File: src/source/ntm_scalar_pkg.sv
// Shared types for the scalar integer unit
// Operands are unsigned and the data width is a module parameter, so only
// opcodes, flags and FSM states live here

package ntm_scalar_pkg;

  ////////////////////////////////////////////////////////////
  // Opcodes
  ////////////////////////////////////////////////////////////

  // Host command encoding, 3 bits on the bus
  typedef enum logic [2:0] {
    ADD = 3'd0,
    SUB = 3'd1,
    MUL = 3'd2,
    DIV = 3'd3,
    MOD = 3'd4
  } scalar_op_t;

  ////////////////////////////////////////////////////////////
  // Result flags
  ////////////////////////////////////////////////////////////

  typedef struct packed {
    logic div_zero;      // DIV or MOD with a zero divisor
    logic mul_overflow;  // High half of the product non-zero
    logic zero;          // data_out is zero
  } scalar_flags_t;

  ////////////////////////////////////////////////////////////
  // FSM states
  ////////////////////////////////////////////////////////////

  // Step sequencer shared by divider and multiplier
  typedef enum logic [1:0] {
    IDLE,
    SHIFT,
    DONE
  } divider_state_t;

  // Command unit handshake sequencer
  typedef enum logic [1:0] {
    WAIT_REQ,
    EXECUTE,
    WAIT_UNIT,
    HOLD_ACK
  } command_state_t;

endpackage
File: src/source/ntm_scalar_integer_alu.sv
// Scalar integer unit top level
// One command at a time over req/ack; latency depends on the opcode
// DATA_SIZE is set here and passed to every block

`timescale 1ns/1ps

module ntm_scalar_integer_alu #(
  parameter int DATA_SIZE = 32
) (
  input  logic                          CLK,
  input  logic                          RST,
  input  logic                          req,
  input  ntm_scalar_pkg::scalar_op_t    op,
  input  logic [DATA_SIZE-1:0]          data_a,
  input  logic [DATA_SIZE-1:0]          data_b,
  output logic                          ack,
  output logic [DATA_SIZE-1:0]          data_out,
  output logic [DATA_SIZE-1:0]          rest_out,
  output ntm_scalar_pkg::scalar_flags_t flags
);

  ////////////////////////////////////////////////////////////
  // Internal links
  ////////////////////////////////////////////////////////////

  logic                 mul_start;
  logic                 div_start;
  logic [DATA_SIZE-1:0] unit_a;
  logic [DATA_SIZE-1:0] unit_b;
  logic                 mul_done;
  logic [DATA_SIZE-1:0] product_low;
  logic [DATA_SIZE-1:0] product_high;
  logic                 div_done;
  logic [DATA_SIZE-1:0] quotient;
  logic [DATA_SIZE-1:0] rest;

  // Sequencer, ADD and SUB, result and flags
  ntm_scalar_command_unit #(
    .DATA_SIZE(DATA_SIZE)
  ) u_command_unit (
    .CLK          (CLK),
    .RST          (RST),
    .req          (req),
    .op           (op),
    .data_a       (data_a),
    .data_b       (data_b),
    .ack          (ack),
    .data_out     (data_out),
    .rest_out     (rest_out),
    .flags        (flags),
    .mul_start    (mul_start),
    .div_start    (div_start),
    .unit_a       (unit_a),
    .unit_b       (unit_b),
    .mul_done     (mul_done),
    .product_low  (product_low),
    .product_high (product_high),
    .div_done     (div_done),
    .quotient     (quotient),
    .rest         (rest)
  );

  ntm_scalar_integer_multiplier #(
    .DATA_SIZE(DATA_SIZE)
  ) u_multiplier (
    .CLK          (CLK),
    .RST          (RST),
    .start        (mul_start),
    .multiplicand (unit_a),
    .multiplier   (unit_b),
    .done         (mul_done),
    .product_low  (product_low),
    .product_high (product_high)
  );

  // DIV and MOD share the divider
  ntm_scalar_integer_divider #(
    .DATA_SIZE(DATA_SIZE)
  ) u_divider (
    .CLK      (CLK),
    .RST      (RST),
    .start    (div_start),
    .dividend (unit_a),
    .divisor  (unit_b),
    .done     (div_done),
    .quotient (quotient),
    .rest     (rest)
  );

endmodule

File: src/source/ntm_scalar_command_unit.sv
// Command register and sequencer for the scalar unit
// Host must follow the four-phase req/ack rules, one command in flight
// ADD and SUB wrap; zero divisor is resolved here without the divider

`timescale 1ns/1ps

module ntm_scalar_command_unit #(
  parameter int DATA_SIZE = 32
) (
  input  logic                         CLK,
  input  logic                         RST,
  // Host side
  input  logic                         req,
  input  ntm_scalar_pkg::scalar_op_t   op,
  input  logic [DATA_SIZE-1:0]         data_a,
  input  logic [DATA_SIZE-1:0]         data_b,
  output logic                         ack,
  output logic [DATA_SIZE-1:0]         data_out,
  output logic [DATA_SIZE-1:0]         rest_out,
  output ntm_scalar_pkg::scalar_flags_t flags,
  // Arithmetic block side
  output logic                         mul_start,
  output logic                         div_start,
  output logic [DATA_SIZE-1:0]         unit_a,
  output logic [DATA_SIZE-1:0]         unit_b,
  input  logic                         mul_done,
  input  logic [DATA_SIZE-1:0]         product_low,
  input  logic [DATA_SIZE-1:0]         product_high,
  input  logic                         div_done,
  input  logic [DATA_SIZE-1:0]         quotient,
  input  logic [DATA_SIZE-1:0]         rest
);

  import ntm_scalar_pkg::*;

  command_state_t       state;
  scalar_op_t           op_q;
  logic [DATA_SIZE-1:0] a_q;
  logic [DATA_SIZE-1:0] b_q;
  logic                 res_ready;   // Result loaded, ack goes up next edge
  logic                 b_zero;
  logic                 local_op;    // Finished here without a block
  logic                 unit_done;
  logic [DATA_SIZE-1:0] res_d;
  logic [DATA_SIZE-1:0] rest_d;
  scalar_flags_t        flags_d;

  // Both blocks share the latched operands
  assign unit_a    = a_q;
  assign unit_b    = b_q;
  assign b_zero    = (b_q == '0);
  assign unit_done = (op_q == MUL) ? mul_done : div_done;

  ////////////////////////////////////////////////////////////
  // Result formation
  ////////////////////////////////////////////////////////////

  always_comb begin
    res_d    = '0;
    rest_d   = '0;
    flags_d  = '0;
    local_op = 1'b1;
    case (op_q)
      ADD: res_d = a_q + b_q;
      SUB: res_d = a_q - b_q;
      MUL: begin
        local_op             = 1'b0;
        res_d                = product_low;
        flags_d.mul_overflow = |product_high;
      end
      DIV: begin
        local_op         = b_zero;
        flags_d.div_zero = b_zero;
        res_d            = b_zero ? '1 : quotient;
        rest_d           = b_zero ? a_q : rest;
      end
      MOD: begin
        // Remainder goes on data_out, rest_out stays zero
        local_op         = b_zero;
        flags_d.div_zero = b_zero;
        res_d            = b_zero ? a_q : rest;
      end
      default: begin
      end
    endcase
    flags_d.zero = (res_d == '0);
  end

  ////////////////////////////////////////////////////////////
  // Handshake sequencer
  ////////////////////////////////////////////////////////////

  always_ff @(posedge CLK or posedge RST) begin
    if (RST) begin
      state     <= WAIT_REQ;
      ack       <= 1'b0;
      mul_start <= 1'b0;
      div_start <= 1'b0;
      res_ready <= 1'b0;
      data_out  <= '0;
      rest_out  <= '0;
      flags     <= '0;
    end else begin
      mul_start <= 1'b0;
      div_start <= 1'b0;
      case (state)
        WAIT_REQ: begin
          if (req) begin
            state <= EXECUTE;
          end
        end
        EXECUTE: begin
          // ADD, SUB and zero divisor load the result now
          if (local_op) begin
            data_out  <= res_d;
            rest_out  <= rest_d;
            flags     <= flags_d;
            res_ready <= 1'b1;
          end else if (op_q == MUL) begin
            mul_start <= 1'b1;
          end else begin
            div_start <= 1'b1;
          end
          state <= WAIT_UNIT;
        end
        WAIT_UNIT: begin
          if (res_ready) begin
            ack       <= 1'b1;
            res_ready <= 1'b0;
            state     <= HOLD_ACK;
          end else if (unit_done) begin
            data_out  <= res_d;
            rest_out  <= rest_d;
            flags     <= flags_d;
            res_ready <= 1'b1;
          end
        end
        HOLD_ACK: begin
          // Outputs frozen until the host drops req
          if (!req) begin
            ack   <= 1'b0;
            state <= WAIT_REQ;
          end
        end
        default: begin
          state <= WAIT_REQ;
        end
      endcase
    end
  end

  // Command latch
  always_ff @(posedge CLK) begin
    if (state == WAIT_REQ && req) begin
      op_q <= op;
      a_q  <= data_a;
      b_q  <= data_b;
    end
  end

endmodule

File: src/source/ntm_scalar_integer_multiplier.sv
// Shift-add unsigned multiplier, one multiplier bit per cycle
// Same timing as the divider: done follows start by DATA_SIZE+1 cycles
// Full product is split into product_high and product_low

`timescale 1ns/1ps

module ntm_scalar_integer_multiplier #(
  parameter int DATA_SIZE = 32
) (
  input  logic                 CLK,
  input  logic                 RST,
  input  logic                 start,
  input  logic [DATA_SIZE-1:0] multiplicand,
  input  logic [DATA_SIZE-1:0] multiplier,
  output logic                 done,
  output logic [DATA_SIZE-1:0] product_low,
  output logic [DATA_SIZE-1:0] product_high
);

  import ntm_scalar_pkg::*;

  localparam int CNT_W = (DATA_SIZE > 1) ? $clog2(DATA_SIZE) : 1;
  localparam logic [CNT_W-1:0] LAST_STEP = CNT_W'(DATA_SIZE - 1);

  divider_state_t         state;
  logic [CNT_W-1:0]       step_cnt;
  logic [DATA_SIZE-1:0]   mcand_q;

  // Upper half collects partial sums, lower half holds unused multiplier bits
  logic [2*DATA_SIZE-1:0] acc;
  logic [DATA_SIZE:0]     partial_sum;

  ////////////////////////////////////////////////////////////
  // Add step
  ////////////////////////////////////////////////////////////

  // Carry kept in the top bit, shifted back in on the right shift
  assign partial_sum = {1'b0, acc[2*DATA_SIZE-1:DATA_SIZE]}
                     + (acc[0] ? {1'b0, mcand_q} : '0);

  ////////////////////////////////////////////////////////////
  // Sequencer
  ////////////////////////////////////////////////////////////

  always_ff @(posedge CLK or posedge RST) begin
    if (RST) begin
      state    <= IDLE;
      step_cnt <= '0;
      done     <= 1'b0;
    end else begin
      done <= 1'b0;
      case (state)
        IDLE: begin
          if (start) begin
            step_cnt <= '0;
            state    <= SHIFT;
          end
        end
        SHIFT: begin
          step_cnt <= step_cnt + 1'b1;
          if (step_cnt == LAST_STEP) begin
            state <= DONE;
          end
        end
        DONE: begin
          done  <= 1'b1;
          state <= IDLE;
        end
        default: begin
          state <= IDLE;
        end
      endcase
    end
  end

  // Accumulator and result registers
  always_ff @(posedge CLK) begin
    case (state)
      IDLE: begin
        if (start) begin
          acc     <= {{DATA_SIZE{1'b0}}, multiplier};
          mcand_q <= multiplicand;
        end
      end
      SHIFT: begin
        acc <= {partial_sum, acc[DATA_SIZE-1:1]};
      end
      DONE: begin
        product_high <= acc[2*DATA_SIZE-1:DATA_SIZE];
        product_low  <= acc[DATA_SIZE-1:0];
      end
      default: begin
      end
    endcase
  end

endmodule

File: src/source/ntm_scalar_integer_divider.sv
// Restoring unsigned divider, one quotient bit per cycle
// start is taken only in IDLE; done follows start by DATA_SIZE+1 cycles
// A zero divisor yields all-ones quotient and rest equal to the dividend
// DATA_SIZE must be at least 2

`timescale 1ns/1ps

module ntm_scalar_integer_divider #(
  parameter int DATA_SIZE = 32
) (
  input  logic                 CLK,
  input  logic                 RST,
  input  logic                 start,
  input  logic [DATA_SIZE-1:0] dividend,
  input  logic [DATA_SIZE-1:0] divisor,
  output logic                 done,
  output logic [DATA_SIZE-1:0] quotient,
  output logic [DATA_SIZE-1:0] rest
);

  import ntm_scalar_pkg::*;

  ////////////////////////////////////////////////////////////
  // Declarations
  ////////////////////////////////////////////////////////////

  localparam int CNT_W = (DATA_SIZE > 1) ? $clog2(DATA_SIZE) : 1;
  localparam logic [CNT_W-1:0] LAST_STEP = CNT_W'(DATA_SIZE - 1);

  divider_state_t       state;
  logic [CNT_W-1:0]     step_cnt;

  // Dividend shifts out at the top, quotient bits shift in at the bottom
  logic [DATA_SIZE-1:0] quo_shift;
  logic [DATA_SIZE-1:0] rem_part;
  logic [DATA_SIZE-1:0] divisor_q;

  // One extra bit so the shifted remainder never overflows
  logic [DATA_SIZE:0]   rem_shifted;
  logic [DATA_SIZE:0]   rem_trial;
  logic                 fits;

  ////////////////////////////////////////////////////////////
  // Step datapath
  ////////////////////////////////////////////////////////////

  // Bring down next dividend bit
  assign rem_shifted = {rem_part, quo_shift[DATA_SIZE-1]};
  assign rem_trial   = rem_shifted - {1'b0, divisor_q};

  // Restore when the trial subtraction would go negative
  assign fits = (rem_shifted >= {1'b0, divisor_q});

  ////////////////////////////////////////////////////////////
  // Sequencer
  ////////////////////////////////////////////////////////////

  always_ff @(posedge CLK or posedge RST) begin
    if (RST) begin
      state    <= IDLE;
      step_cnt <= '0;
      done     <= 1'b0;
    end else begin
      // done is a single-cycle pulse
      done <= 1'b0;
      case (state)
        IDLE: begin
          if (start) begin
            step_cnt <= '0;
            state    <= SHIFT;
          end
        end
        SHIFT: begin
          step_cnt <= step_cnt + 1'b1;
          // DATA_SIZE steps, counted 0 to DATA_SIZE-1
          if (step_cnt == LAST_STEP) begin
            state <= DONE;
          end
        end
        DONE: begin
          done  <= 1'b1;
          state <= IDLE;
        end
        default: begin
          state <= IDLE;
        end
      endcase
    end
  end

  // Operand and result registers
  always_ff @(posedge CLK) begin
    case (state)
      IDLE: begin
        if (start) begin
          quo_shift <= dividend;
          rem_part  <= '0;
          divisor_q <= divisor;
        end
      end
      SHIFT: begin
        quo_shift <= {quo_shift[DATA_SIZE-2:0], fits};
        rem_part  <= fits ? rem_trial[DATA_SIZE-1:0] : rem_shifted[DATA_SIZE-1:0];
      end
      DONE: begin
        // Outputs change only here, stable until the next run
        quotient <= quo_shift;
        rest     <= rem_part;
      end
      default: begin
      end
    endcase
  end

endmodule

File: config.mk
export PLATFORM = sky130hd
export DESIGN_NAME = ntm_scalar_integer_alu
export DESIGN_NICKNAME = d
export VERILOG_FILES = /design/src/source/ntm_scalar_pkg.sv /design/src/source/ntm_scalar_integer_alu.sv /design/src/source/ntm_scalar_command_unit.sv /design/src/source/ntm_scalar_integer_multiplier.sv /design/src/source/ntm_scalar_integer_divider.sv
export SDC_FILE = /design/constraint.sdc
export NUM_CORES = 1
export LEC_CHECK = 0
export ABC_AREA = 1
export BUFFER_PORTS_ARGS = -buffer_cell sky130_fd_sc_hd__buf_2
export CAP_MARGIN = 20
export CORE_ASPECT_RATIO = 0.6
export CORE_MARGIN = 1.5
export CORE_UTILIZATION = 49
export CTS_BUF_LIST = sky130_fd_sc_hd__clkbuf_4 sky130_fd_sc_hd__clkbuf_8
export CTS_CLUSTER_SIZE = 28
export DETAILED_ROUTE_END_ITERATION = 8
export PLACE_DENSITY = 0.74
export SLEW_MARGIN = 20
export SYNTH_ARGS = -nofsm -noshare
export SYNTH_HDL_FRONTEND = slang
export SYNTH_SLANG_ARGS = --single-unit
File: constraint.sdc
create_clock -name CLK -period 6 [get_ports CLK]
set_input_delay 0.9 -clock CLK [delete_from_list [all_inputs] [get_ports CLK]]
set_output_delay 0.9 -clock CLK [all_outputs]
set_load 0.02 [all_outputs]
==> impl_table.tex <==
\begin{tabular}{lr}
\hline
Metric & Value \\
\hline
\multicolumn{2}{l}{\textbf{Yosys}} \\
\quad Number of enable flip-flop cells after synthesis & 387 \\
\quad Top-count cell post-synth & nand2\_1 \\
\quad Area share of the largest cell type after synthesis & 46.5\% \\
\quad Flops \& latches, synth & 476 \\
\quad Syn. warnings & 0 \\
\quad Average cell area after synthesis & 9.12 sq um \\
\quad Cell taking the most area after synthesis & edfxtp\_1 \\
\quad Unique masters post-synth & 53 \\
\quad Share of flip-flops with an asynchronous set or reset after synthesis & 18.7\% \\
\quad Instance count of the mapped netlist & 2742 \\
\quad Synthesized net count & 2920 \\
\quad Netlist area before placement & 25000 sq um \\
\quad Top cells by area in the synthesized netlist & edfxtp\_1 46\%, nand2\_1 11\%, dfrtp\_1 8.9\% \\
\quad Synth top cells by count & 751 x nand2\_1, 387 x edfxtp\_1, 328 x inv\_1 \\
\quad Portion of the post-synthesis area used by sequential elements & 55.4\% \\
\quad Main synth FF type & edfxtp\_1 \\
\multicolumn{2}{l}{\textbf{Clock tree}} \\
\quad Number of hold-repair buffers added at the cts stage & 0 \\
\quad Number of clock sinks & 476 \\
\quad TritonCTS clock tree & yes \\
\quad Count of instances resized after the clock tree is built & 0 \\
\quad Setup Fix Bufs, Post-CTS & 0 \\
\quad CTS H-tree depth & 3 \\
\quad Root buffer selected by CTS & clkbuf\_8 \\
\quad Clk Latency, worst-skew pair & 0.66 ns \\
\quad Clock slew at the register clock pins of the worst setup and hold paths & 0.08 ns \\
\quad Max Buffers Root-to-Sink & 3 \\
\quad Number of CTS-inserted buffers & 73 \\
\multicolumn{2}{l}{\textbf{GRT}} \\
\quad Global-route congestion overflow total & 0 \\
\quad First-pass GRT wire length & 115000 microns \\
\quad Overall track demand over capacity in global routing & 29.8\% \\
\quad Number of antenna violations at the first check in global routing & 1 \\
\quad Via count of the first global-routing pass & 18500 \\
\quad Pin count of the biggest net entering global routing & 93 \\
\multicolumn{2}{l}{\textbf{Worst setup path}} \\
\quad Kind of cell with the highest combined delay on the critical path & simple AND/OR/NAND/NOR gates \\
\quad Crit path arrival time & 5.76 ns \\
\quad Capturing point of the worst reg2reg path & u\_command\_unit.flags[0]\$\_DFFE\_PP0P\_ \\
\quad Classification of the worst setup path & reg -> reg \\
\quad Launch instance of the worst register-to-register path & u\_command\_unit.unit\_b[0]\$\_DFFE\_PP\_ \\
\quad Worst path depth & 24 \\
\quad CP max-delay cell & nor3\_1 \\
\quad Launching element of the worst setup path & u\_command\_unit.unit\_b[0]\$\_DFFE\_PP\_ \\
\quad Most used cell along the critical path & nand2\_1 \\
\quad Register-to-register path setup slack & 0.84 ns \\
\quad Worst setup SP type & register \\
\quad Maximum net fanout on the critical path & 5 \\
\quad Cell-by-cell trace of the critical path & inv\_1 > ha\_1 > nand3\_1 > inv\_1 > nand4\_1 > o31ai\_1 > nand2\_1 > a21oi\_1 > inv\_1 > a21oi\_1 > xor2\_1 > ha\_1 > nand2\_1 > nor3\_1 > nand3\_1 > nand2\_1 > nand2\_1 > nand3\_1 > nand2\_1 > nor2\_1 > nand2\_1 > nor2\_1 > nand4\_1 > nand2\_1 \\
\quad Worst Reg-to-Reg Cells & 24 \\
\quad Critical Path Sink Type & register \\
\quad Number of buffer and inverter stages on the critical path & 3 \\
\quad Critical Path End & u\_command\_unit.flags[0]\$\_DFFE\_PP0P\_ \\
\quad Peak per-stage delay on the critical path & 0.58 ns \\
\quad Worst Path Required & 6.60 ns \\
\multicolumn{2}{l}{\textbf{Run}} \\
\quad Maximum Capacitance Violations & 0 \\
\multicolumn{2}{l}{\textbf{Floorplanning}} \\
\quad Starting utilization of the core area & 50.1\% \\
\quad Die height & 178 microns \\
\quad Horiz. Die Dim & 295 microns \\
\quad Num ports & 138 \\
\quad Core Footprint & 49900 sq um \\
\quad Total Die Area & 52400 sq um \\
\quad \# rows & 63 \\
\multicolumn{2}{l}{\textbf{Drt}} \\
\quad Routed Antenna Nets & 0 \\
\quad DRC violations left & 0 \\
\quad Routed WL per cell & 21.5 microns \\
\quad Vias after detailed routing & 20700 \\
\quad Initial drt markers & 2890 \\
\quad DR vias/cell & 5.68 \\
\quad Final wirelength & 78200 microns \\
\quad Drt pass-1 iters & 6 \\
\multicolumn{2}{l}{\textbf{STA}} \\
\quad \# setup viols final & 0 \\
\quad Headroom to the max-slew limit & 21.1\% \\
\quad Slew at the pin closest to its max-slew limit & 1.17 ns \\
\quad Final hold viol count & 0 \\
\quad Worst Clk Skew & 0.0373 ns \\
\quad Max Fclk & 0.194 GHz \\
\quad Share of the clock period used by the worst path after layout & 86.0\% \\
\quad Max Transition Viols Final & 0 \\
\quad Final Critical Period & 5.16 ns \\
\quad Final-layout setup total negative slack & 0 ns \\
\quad RSZ-0062 raised after global routing & false \\
\multicolumn{2}{l}{\textbf{Layout}} \\
\quad Final core utilization & 55.9\% \\
\quad Share of post-route cells with drive strength above 1 & 11.1\% \\
\quad Number of nets in the layout & 3081 \\
\quad Synth-to-Final Area Change & 11.5\% \\
\quad N\_diodes & 0 \\
\multicolumn{2}{l}{\textbf{Pwr}} \\
\quad Power per Cell Area & 524 nW/um\^{}2 \\
\quad Largest vdd supply drop & 0.231 mV \\
\quad LEAKAGE & 12.6 nW \\
\multicolumn{2}{l}{\textbf{Placed design}} \\
\quad Placer Congestion & 1.03 \\
\quad Count of buffers inserted at the top-level ports & 137 \\
\quad Half-perimeter wire length after detailed placement & 59000 microns \\
\multicolumn{2}{l}{\textbf{Worst hold path}} \\
\quad Hold WC Path Type & in -> async \\
\multicolumn{2}{l}{\textbf{Run status}} \\
\quad Result of the run & complete, no violations \\
\hline
\end{tabular}
## layer usage
layer  up-vias  track usage [%]  routed length [microns]
li1       9562                -                        -
met1      9823             47.8                    36700
met2      1206             38.8                    30000
met3       115             7.85                     9720
met4         0             7.77                     1810
met5         -                0                        0
## layout by cell type (no fill, tap or decap), drive strengths merged
cell,count
nand2,760
edfxtp,387
inv,330
nor2,253
o21ai,243
a21oi,160
buf,157
nand3,108
clkbuf,106
ha,105
dfrtp,89
xor2,37
o31ai,27
nand4,26
xnor2,25
clkinv,24
nor4,16
nor3,14
o21bai,13
o21a,12
a21o,11
a31oi,9
nand3b,8
a21boi,7
o211ai,5
or2,4
a22o,4
a221oi,3
fa,3
clkinvlp,3
o22ai,2
bufinv,2
nor3b,2
mux2i,1
and2,1
and3,1
or4,1
or3,1
o221ai,1
## cells by family after synthesis
logic type / share of synthesized area, %
multiplexers: 0.0400
buffers and inverters: 6.41
XOR/XNOR: 2.17
AND/OR/NAND/NOR: 19.5
AO/OA/AOI/OAI: 11.0
adder cells (fa/ha/maj): 5.49
flip-flops: 55.4
## where the power goes
| part | leakage (nW) | switching, mW | total [mW] | internal, mW |
|---|---|---|---|---|
| Sequential | 4.85 | 0.648 | 5.55 | 4.90 |
| Combinational | 6.99 | 4.38 | 6.23 | 1.85 |
| Clock | 0.795 | 1.36 | 2.84 | 1.48 |
## worst min-delay path by stage
stage                                       start                                      to  slack, ns  cells past startpoint
2_1_floorplan      u_divider.state[1]$_DFFE_PP0P_          u_divider.state[1]$_DFFE_PP0P_       0.40                      1
3_3_place_gp       u_divider.state[1]$_DFFE_PP0P_          u_divider.state[1]$_DFFE_PP0P_       0.41                      1
3_5_place_dp   u_command_unit.unit_b[1]$_DFFE_PP_        u_divider.divisor_q[1]$_DFFE_PP_       0.43                      0
4_1_cts                                       RST  u_command_unit.rest_out[7]$_DFFE_PP0P_       0.28                      2
5_1_grt                                       RST  u_command_unit.rest_out[7]$_DFFE_PP0P_       0.31                      2
6_report                                      RST          u_command_unit.ack$_DFFE_PP0P_       0.29                      2
## metrics by stage
step	worst slack [ns]	total power, mW	instance area [sq um]	hold WS [ns]	cells
2_1_floorplan	2.02	9.59	25000	0.401	2742
3_3_place_gp	1.26	11.5	26400	0.411	3510
3_5_place_dp	1.20	11.6	26400	0.434	3510
4_1_cts	1.17	14.5	27900	0.280	3643
5_1_grt	0.532	15.5	27900	0.308	3643
6_report	0.837	14.6	27900	0.293	3643
## state kept, by name, indices dropped and copies added, names as in the netlist, 32 cells and up
signal and count:
u_command_unit.data_out 32, u_command_unit.rest_out 32, u_command_unit.unit_a 32, u_command_unit.unit_b 32, u_divider.divisor_q 32, u_divider.quo_shift 32, u_divider.quotient 32, u_divider.rem_part 32
u_divider.rest 32, u_multiplier.acc 64, u_multiplier.mcand_q 32, u_multiplier.product_high 32, u_multiplier.product_low 32
## area by class of cell
class	count	area, sq um
Clock buffer	106	1280
Clock inverter	27	225
Fill cell	4467	22000
Inverter	332	1250
Multi-Input combinational cell	1863	9600
Sequential cell	476	13800
Tap cell	682	853
Timing Repair Buffer	157	836
No activity file was read; power rests on OpenSTA's default activity.
